<file path="src/chacha_pkg.sv">
package chacha_pkg;

  // ------------------------------------------------------------
  // vector types
  // ------------------------------------------------------------

  // one bus or state word
  typedef logic [31:0]  word_t;
  typedef logic [7:0]   addr_t;
  // round count field, low bit ignored by the core
  typedef logic [4:0]   rounds_t;
  // word 0 sits in the top bits for all wide types
  typedef logic [255:0] key_t;
  typedef logic [95:0]  nonce_t;
  typedef logic [511:0] block_t;

  // core FSM
  typedef enum logic [1:0] {
    IDLE,
    LOAD,
    ROUND,
    FINISH
  } core_state_e;

  // ------------------------------------------------------------
  // register map
  // ------------------------------------------------------------
  localparam addr_t ADDR_CTRL      = 8'h08;
  localparam addr_t ADDR_STATUS    = 8'h09;
  localparam addr_t ADDR_ROUNDS    = 8'h0b;
  localparam addr_t ADDR_KEY0      = 8'h10;
  localparam addr_t ADDR_CTR       = 8'h18;
  localparam addr_t ADDR_IV0       = 8'h20;
  localparam addr_t ADDR_DATA_IN0  = 8'h40;
  localparam addr_t ADDR_DATA_OUT0 = 8'h80;

  // "expand 32-byte k" as little endian words
  localparam word_t CHACHA_CONST0 = 32'h61707865;
  localparam word_t CHACHA_CONST1 = 32'h3320646e;
  localparam word_t CHACHA_CONST2 = 32'h79622d32;
  localparam word_t CHACHA_CONST3 = 32'h6b206574;

endpackage

</file>
<file path="src/chacha_result.sv">
`timescale 1ns/1ps

module chacha_result (
  input  logic               tb_clk,
  input  logic               rst_n,
  input  logic               cs,
  input  logic               we,
  input  chacha_pkg::addr_t  addr,
  input  chacha_pkg::block_t data_in,
  input  chacha_pkg::block_t keystream,
  input  logic               keystream_valid,
  input  logic               ready,
  output chacha_pkg::word_t  read_data
);

  import chacha_pkg::*;

  // result words, kept until the next completion
  word_t result_word [16];
  logic  rd_en;

  assign rd_en = cs && !we;

  // ------------------------------------------------------------
  // result latch
  // ------------------------------------------------------------
  // cleared so DATA_OUT reads zero before the first run
  always_ff @(posedge tb_clk)
  begin
    if (!rst_n)
    begin
      for (int i = 0; i < 16; i++)
      begin
        result_word[i] <= '0;
      end
    end
    else if (keystream_valid)
    begin
      for (int i = 0; i < 16; i++)
      begin
        result_word[i] <= data_in[511 - 32*i -: 32] ^ keystream[511 - 32*i -: 32];
      end
    end
  end

  // ------------------------------------------------------------
  // read port
  // ------------------------------------------------------------
  // value held until the next read
  always_ff @(posedge tb_clk)
  begin
    if (!rst_n)
    begin
      read_data <= '0;
    end
    else if (rd_en)
    begin
      if (addr == ADDR_STATUS)
      begin
        read_data <= {31'd0, ready};
      end
      else if (addr[7:4] == ADDR_DATA_OUT0[7:4])
      begin
        read_data <= result_word[addr[3:0]];
      end
      else
      begin
        // config registers are write only
        read_data <= '0;
      end
    end
  end

endmodule

</file>
<file path="config.mk">
export PLATFORM = sky130hd
export DESIGN_NAME = chacha_result
export DESIGN_NICKNAME = d
export VERILOG_FILES = /design/src/chacha_pkg.sv /design/src/chacha_result.sv
export SDC_FILE = /design/constraint.sdc
export NUM_CORES = 1
export LEC_CHECK = 0
export BUFFER_PORTS_ARGS = -buffer_cell sky130_fd_sc_hd__buf_2
export CAP_MARGIN = 20
export CELL_PAD_IN_SITES_DETAIL_PLACEMENT = 2
export CELL_PAD_IN_SITES_GLOBAL_PLACEMENT = 2
export CORE_AREA = 3 3 412 414
export DETAILED_ROUTE_END_ITERATION = 7
export DIE_AREA = 0 0 415 417
export PLACE_DENSITY_LB_ADDON = 0.1
export SLEW_MARGIN = 10
export SYNTH_ARGS = -nofsm -noshare
export SYNTH_HDL_FRONTEND = slang
export SYNTH_SLANG_ARGS = --single-unit
</file>
<file path="constraint.sdc">
create_clock -name tb_clk -period 16.1 [get_ports tb_clk]
set_input_delay 0.805 -clock tb_clk [delete_from_list [all_inputs] [get_ports tb_clk]]
set_output_delay 0.805 -clock tb_clk [all_outputs]
set_load 0.01 [all_outputs]
</file>
==> flow_summary.ini <==
[clock_network]
clk_pin_slew_ns = 0.06
clk_latency_ns = 0.65
htree_levels = 3
clock_path_buffers = 3
cts-root-buf = clkbuf_16
numCtsBuffers = 72
cts_setup_buffers = 0
clkSinkCount = 544
tritoncts = yes
postCtsHoldBufs = 0
postCtsResizedCells = 0

[place]
place_ws_ns = 10.48
globalplace.congestion = 0.789
numPortBuffers = 1069
dpl_cell_area_um2 = 35500
hpwl_um = 101000

[run]
cap_violations = 0

[timing]
max_freq_mhz = 218
finalCritPeriodShare_pct = 28.5
worst_pin_slew_ns = 1.06
clock_skew_ns = 0.0334
fin_ws_ns = 11.51
rsz0062_at_grt = false
hold_viol_final = 0
relSlewSlack_pct = 29.4
period_needed_ns = 4.59
setup-tns-final_ns = 0
setup_viol = 0
drv_slew = 0

[drt]
drtIter0Drc = 777
vias_per_cell = 3.70
avgRoutedWirePerCell_um = 24.0
vias = 19600
drc_errors = 0
drtPass1Iterations = 4
ant_nets = 0
wl_um = 127000

[global_routing]
overflow = 0
grt_pass1_wl_um = 176000
use_met3_pct = 2.35
grt_pass1_vias = 23300
grt_max_degree = 173
grtUsageMet2_pct = 27.1
grt_util_met1_pct = 16.9
top_usage_layer = met2
antenna_found_initial = 13
groute.usage.overall_pct = 14.3

[floorplan]
num_rows = 150
core_um2 = 167000
fp.dieW_um = 415
ios = 1070
initial_core_util_pct = 16.7
fp.dieH_um = 417
die_area_um2 = 173000

[power]
p_per_area_nw_per_um2 = 103
p_total_mw = 3.90
ir_drop_uv = 66.7
power.leakage_nw = 15.4

[logic_synthesis]
avgSynthCellArea_um2 = 14.0
synth_fa_ha_area_share_pct = 0
netlist_instances = 1980
synth_compound_area_share_pct = 2.29
ys_warn_count = 0
yosys.area_share.simple_pct = 10.0
syn-num-nets = 3018
synth_top_family_by_area = XOR/XNOR gates
ys_ff_latch = 544
yosysUniqueCellTypes = 32
synth_area_um2 = 27800
synth_seq_area_share_pct = 57.7
synthMuxAreaShare_pct = 11.8
synth_xor_area_share_pct = 16.2

[worst_setup_path]
critical_path_arrival_ns = 4.90
slowest_stage = buf_4
end_kind = register
cp_common_cell = buf_4
reg2reg_slack_ns = 14.21
worst-path-max-fanout = 69
worstSetupStartpointType = primary input
crit_buf_inv = 6
required_ns = 16.41
cpLargestDelayFamily = buffers and inverters
cpPeakStageDelay_ns = 0.80
path_cells = buf_2 -> nand2b_4 -> buf_4 -> buf_4 -> buf_4 -> buf_4 -> buf_16
path_class = primary input to register

[run_status]
status = complete, no violations

[layout]
postLayoutCellArea_um2 = 37900
drive_gt1_share_pct = 42.0
layout.nets = 4072
final_util_pct = 22.7
layout_common_cells = 1064 x buf_2, 512 x edfxtp_1, 320 x xnor2_1, 320 x nor2_1
area_delta_synth_final_pct = 36.3
final_common_cell = buf_2

[min_path]
min_path_type = register to register
[path summary, 6_finish.rpt]
kind | start | to | cells past startpoint
hold / removal | read_data[5] | read_data[5] | 1
setup reg to reg | result_word[6][25] | read_data[25] | 4
setup / recovery | keystream_valid | result_word[1][27] | 7
hold reg to reg | read_data[5] | read_data[5] | 1
[kinds of logic (layout without fill, tap and decap cells)]
logic type,count (synthesis),in the layout
and+or+nand+nor,584,584
buffers and inverters,111,1225
AOI/OAI and AO/OA,69,69
xor gates and xnor gates,512,512
other,0,3
DFF,544,544
muxes,160,160
[state kept, by name, indices dropped and copies added (netlist names)]
name / flops
result_word: 512
read_data: 32
[worst register-to-register path, cell delays in order (launching register included)]
cell and delay (ns):
edfxtp_1 0.40, mux4_2 0.50, nor2b_1 0.16, a211o_1 0.43
a32o_1 0.30
[where the power goes]
part | internal (mW) | switching [mW] | total (mW)
combinational | 0.282 | 0.327 | 0.609
sequential | 1.70 | 0.0358 | 1.73
clock | 0.898 | 0.657 | 1.56
[layout make-up]
| class | instances | area, um^2 |
|---|---|---|
| diodes | 3 | 7.51 |
| clock inverters | 30 | 238 |
| fillers | 18500 | 129000 |
| multi-input cells | 1325 | 11200 |
| flip-flops and latches | 544 | 16000 |
| well taps | 2204 | 2760 |
| repair buffers | 1091 | 5610 |
| clock buffers | 104 | 2030 |
[synth_stat cells (all sizes together)]
cell type	n	area, um^2
a211o	31	272
a211oi	2	15.0
a21boi	1	7.51
a32o	31	310
and2	192	1200
and4	1	8.76
buf	32	264
clkbuf	79	310
dfxtp	32	641
edfxtp	512	15400
mux2i	33	330
mux4	127	2950
nand2	32	120
nand2b	1	6.26
nand4b	1	8.76
nor2	320	1200
nor2b	34	213
nor3	2	10.0
nor3b	1	7.51
o2111ai	1	8.76
o21ai	1	5.00
o31ai	1	7.51
o32ai	1	8.76
xnor2	320	2800
xor2	192	1680
[layer usage]
metal	wire, um	share of wire, %
met5	27	0.021
met4	1830	1.4
met3	4760	3.7
met2	68900	54
met1	51600	41
[metrics by stage]
step	hold WS [ns]	std cells
after floorplan	0.511	1980
after global placement	0.450	5162
after detailed placement	0.455	5162
after CTS	0.427	5296
after global routing	0.449	5298
final	0.465	5301
Power figures use the tool's default switching activity.
