<file path="config.mk">
export PLATFORM = sky130hd
export DESIGN_NAME = chacha_regs
export DESIGN_NICKNAME = d
export VERILOG_FILES = /design/src/chacha_pkg.sv /design/src/chacha_regs.sv
export SDC_FILE = /design/constraint.sdc
export NUM_CORES = 1
export LEC_CHECK = 0
export ABC_AREA = 1
export BUFFER_PORTS_ARGS = -buffer_cell sky130_fd_sc_hd__buf_2
export CAP_MARGIN = 25
export CELL_PAD_IN_SITES_DETAIL_PLACEMENT = 1
export CELL_PAD_IN_SITES_GLOBAL_PLACEMENT = 1
export CORE_AREA = 5 5 361 363
export DETAILED_ROUTE_END_ITERATION = 8
export DIE_AREA = 0 0 366 368
export PLACE_DENSITY_LB_ADDON = 0.08
export SLEW_MARGIN = 25
export SYNTH_ARGS = -nofsm -noshare
export SYNTH_HDL_FRONTEND = slang
export SYNTH_SLANG_ARGS = --single-unit
export TNS_END_PERCENT = 10
</file>
<file path="constraint.sdc">
create_clock -name tb_clk -period 5.6 [get_ports tb_clk]
set_input_delay 0.56 -clock tb_clk [delete_from_list [all_inputs] [get_ports tb_clk]]
set_output_delay 0.56 -clock tb_clk [all_outputs]
set_load 0.02 [all_outputs]
</file>
<file path="src/chacha_pkg.sv">
package chacha_pkg;

  // ------------------------------------------------------------
  // vector types
  // ------------------------------------------------------------

  // one bus or state word
  typedef logic [31:0]  word_t;
  typedef logic [7:0]   addr_t;
  // round count field, low bit ignored by the core
  typedef logic [4:0]   rounds_t;
  // word 0 sits in the top bits for all wide types
  typedef logic [255:0] key_t;
  typedef logic [95:0]  nonce_t;
  typedef logic [511:0] block_t;

  // core FSM
  typedef enum logic [1:0] {
    IDLE,
    LOAD,
    ROUND,
    FINISH
  } core_state_e;

  // ------------------------------------------------------------
  // register map
  // ------------------------------------------------------------
  localparam addr_t ADDR_CTRL      = 8'h08;
  localparam addr_t ADDR_STATUS    = 8'h09;
  localparam addr_t ADDR_ROUNDS    = 8'h0b;
  localparam addr_t ADDR_KEY0      = 8'h10;
  localparam addr_t ADDR_CTR       = 8'h18;
  localparam addr_t ADDR_IV0       = 8'h20;
  localparam addr_t ADDR_DATA_IN0  = 8'h40;
  localparam addr_t ADDR_DATA_OUT0 = 8'h80;

  // "expand 32-byte k" as little endian words
  localparam word_t CHACHA_CONST0 = 32'h61707865;
  localparam word_t CHACHA_CONST1 = 32'h3320646e;
  localparam word_t CHACHA_CONST2 = 32'h79622d32;
  localparam word_t CHACHA_CONST3 = 32'h6b206574;

endpackage

</file>
<file path="src/chacha_regs.sv">
`timescale 1ns/1ps

module chacha_regs #(
  parameter chacha_pkg::rounds_t DEFAULT_ROUNDS = 5'd20
) (
  input  logic                tb_clk,
  input  logic                rst_n,
  input  logic                cs,
  input  logic                we,
  input  chacha_pkg::addr_t   addr,
  input  chacha_pkg::word_t   write_data,
  output chacha_pkg::key_t    key,
  output chacha_pkg::word_t   ctr,
  output chacha_pkg::nonce_t  nonce,
  output chacha_pkg::rounds_t rounds,
  output chacha_pkg::block_t  data_in,
  output logic                init
);

  import chacha_pkg::*;

  // configuration and plaintext storage
  word_t key_reg   [8];
  word_t nonce_reg [3];
  word_t data_reg  [16];
  word_t ctr_reg;

  logic  wr_en;
  logic  hit_key;
  logic  hit_iv;
  logic  hit_data;

  // ------------------------------------------------------------
  // address decode
  // ------------------------------------------------------------
  assign wr_en    = cs && we;
  // eight key words at 0x10..0x17
  assign hit_key  = (addr[7:3] == ADDR_KEY0[7:3]);
  // three nonce words, 0x23 is unused
  assign hit_iv   = (addr[7:2] == ADDR_IV0[7:2]) && (addr[1:0] != 2'b11);
  assign hit_data = (addr[7:4] == ADDR_DATA_IN0[7:4]);

  // control state: rounds and the init strobe
  always_ff @(posedge tb_clk)
  begin
    if (!rst_n)
    begin
      rounds <= DEFAULT_ROUNDS;
      init   <= 1'b0;
    end
    else
    begin
      // one cycle pulse, ctrl itself keeps nothing
      init <= wr_en && (addr == ADDR_CTRL) && write_data[0];
      if (wr_en && (addr == ADDR_ROUNDS))
      begin
        rounds <= write_data[4:0];
      end
    end
  end

  // payload registers
  always_ff @(posedge tb_clk)
  begin
    if (wr_en)
    begin
      if (hit_key)
      begin
        key_reg[addr[2:0]] <= write_data;
      end
      if (addr == ADDR_CTR)
      begin
        ctr_reg <= write_data;
      end
      if (hit_iv)
      begin
        nonce_reg[addr[1:0]] <= write_data;
      end
      if (hit_data)
      begin
        data_reg[addr[3:0]] <= write_data;
      end
    end
  end

  // ------------------------------------------------------------
  // pack word arrays, word 0 on top
  // ------------------------------------------------------------
  always_comb
  begin
    for (int i = 0; i < 8; i++)
    begin
      key[255 - 32*i -: 32] = key_reg[i];
    end
    for (int i = 0; i < 3; i++)
    begin
      nonce[95 - 32*i -: 32] = nonce_reg[i];
    end
    for (int i = 0; i < 16; i++)
    begin
      data_in[511 - 32*i -: 32] = data_reg[i];
    end
  end

  assign ctr = ctr_reg;

endmodule

</file>
==> flow_summary.toml <==
[sta]
fin_crit_sh_pct = 49.6
final.min_clock_period_ns = 2.78
tns_ns = 0
rsz0062_at_grt = "false"
slew_viol_final = 0
tightest_slew_ns = 0.987
max_slew_margin_pct = 34.2
setup_viol = 0
whs_ns = 0.135
finalHoldViolations = 0
finalClockSkew_ns = 0
clock.fmax_mhz = 360

[clocking]
cts.clk_slew.worst_paths_ns = 0.06
cts_root_buf = "clkbuf_16"
htreeDepth = 3
cts_resized = 0
insertion_delay_ns = 0.69
clockBufferDepth = 3
cts_setup_buffers = 0
cts_buffers = 105
cts.sinks = 902
cts.hold.buffers_added = 0
cts_tree = "yes"

[synth]
synth_warnings = 0
syn_nets = 1042
avgSynthCellArea_um2 = 27.5
syn-cell-area_um2 = 27500
synth-seq-cells = 902
synthCells = 998
yosysSeqAreaShare_pct = 98.3
yosysUniqueCellTypes = 16

[finish]
syn_to_final_growth_pct = 38.2
largest_register_ffs = 512
mostFrequentLayoutCell = "buf_2"
nFillCells = 13100
layout_common_cells = "buf_2, edfxtp_1, clkbuf_16"
drive_gt1_share_pct = 53.3
postLayoutCellArea_um2 = 38000
multi_input_area_um2 = 606
layout.nets = 2125
regArea_um2 = 27000
instances_no_fill = 3834

[routing]
drt-total-wl_um = 121000
vias = 14900
antenna_left = 0
wl_per_cell_um = 31.5
vias_per_cell = 3.89
post-route-drc-count = 0
drt_pre_antenna_iters = 5
initialDrtViolationCount = 1041

[global_routing]
antenna_found_initial = 7
grtUsageTotal_pct = 17.3
grt_max_degree = 33
gr-total-overflow = 0
grt_pass1_vias = 15900
grt_pass1_wl_um = 157000

[worst_setup_path]
reg2regPathDepth = 2
cp.arrival_ns = 3.14
criticalPathCategory = "in2reg"
cp.required_ns = 5.96
start_kind = "primary input"
cp_max_fo = 18
critPathCaptureType = "register"

[outcome]
status = "finished clean"

[floorplanning]
die-height_um = 368
num_io_pins = 946
rows = 131
start_util_pct = 21.7
die_area_um2 = 135000
chipWidth_um = 366
core-area_um2 = 127000

[worst_hold_path]
min_path_cells = 2
min_path_type = "in2reg"

[placement]
dp.cells = 3636
place_congestion = 0.761
place_area_um2 = 34700
port_buffers = 945
dpl.hpwl_um = 85600

[run]
drv_cap = 0

[pwr]
p_per_area_nw_per_um2 = 372
irDropWorstVdd_v = 0.000272
cellLeakagePower_uw = 0.0138
==> cell usage after synthesis <==
cell	count	area share, %
buf_6	1	0.041
dfxtp_1	6	0.44
edfxtp_1	896	98
inv_1	10	0.14
inv_2	3	0.041
nand2_1	17	0.23
nand2_2	1	0.023
nand2_4	3	0.12
nand3_1	6	0.11
nand4_1	8	0.18
nor2_1	37	0.51
nor2_4	2	0.082
nor2_8	1	0.073
nor3_1	5	0.091
nor3_2	1	0.036
nor4_1	1	0.023
==> per-stage QoR <==
stage | setup slack, ns | util, % | power (uW)
global route | 2.61 | 30.0 | 14700
global placement | 2.10 | 27.4 | 7770
floorplan | 1.17 | - | 7600
detailed placement | 1.91 | 27.4 | 7770
CTS | 2.70 | 30.0 | 14300
finish | 2.82 | 30.0 | 14100
==> worst paths after layout <==
check,start,to,slack [ns]
worst max-delay path,we,key_reg[2][2]$_DFFE_PP_,2.82
worst min-delay path,rst_n,rounds[2]$_SDFFE_PN1P_,0.14
worst max register to register,rounds[0]$_SDFFE_PN0P_,rounds[0]$_SDFFE_PN0P_,5.03
worst min register to register,rounds[4]$_SDFFE_PN1P_,rounds[4]$_SDFFE_PN1P_,0.46
==> cell type report <==
| cell class | instances | area share, % |
|---|---|---|
| Multi-Input combinational cell | 82 | 1.59 |
| Sequential cell | 902 | 71.1 |
| Inverter | 13 | 0.128 |
| Tap cell | 1662 | 5.47 |
| Clock buffer | 137 | 7.34 |
| Clock inverter | 59 | 1.20 |
| Antenna cell | 2 | 0.0132 |
| Timing Repair Buffer | 977 | 13.1 |
==> cells by family (layout without fill, tap and decap cells) <==
family | count (synthesis) | in the layout | share of synthesized area, %
other cells | 0 | 2 | 0
buf+inv | 14 | 1186 | 0.218
simple gates | 82 | 82 | 1.48
flops | 902 | 902 | 98.3
==> worst max-delay path: stages <==
cell	delay, ns
buf_2	0.09
nand2_1	0.12
nor2_1	0.24
nand4_1	0.69
nor2_4	0.93
buf_4	0.42
==> routing by layer <==
metal	share of wire (%)	GRT usage, %	vias up	routed length (um)
li1	-	-	6216	-
met1	39	20.0	7838	47000
met2	49	29.4	724	59300
met3	9.2	7.06	134	11100
met4	2.8	5.57	0	3420
met5	0	0	-	0
==> where the power goes <==
group | switching [uW] | internal (uW) | total (uW) | leakage, uW
clock network | 2770 | 3730 | 6500 | 0.00156
registers | 2.37 | 7430 | 7430 | 0.00810
logic | 163 | 19.9 | 183 | 0.00412
Power figures use the tool's default switching activity.
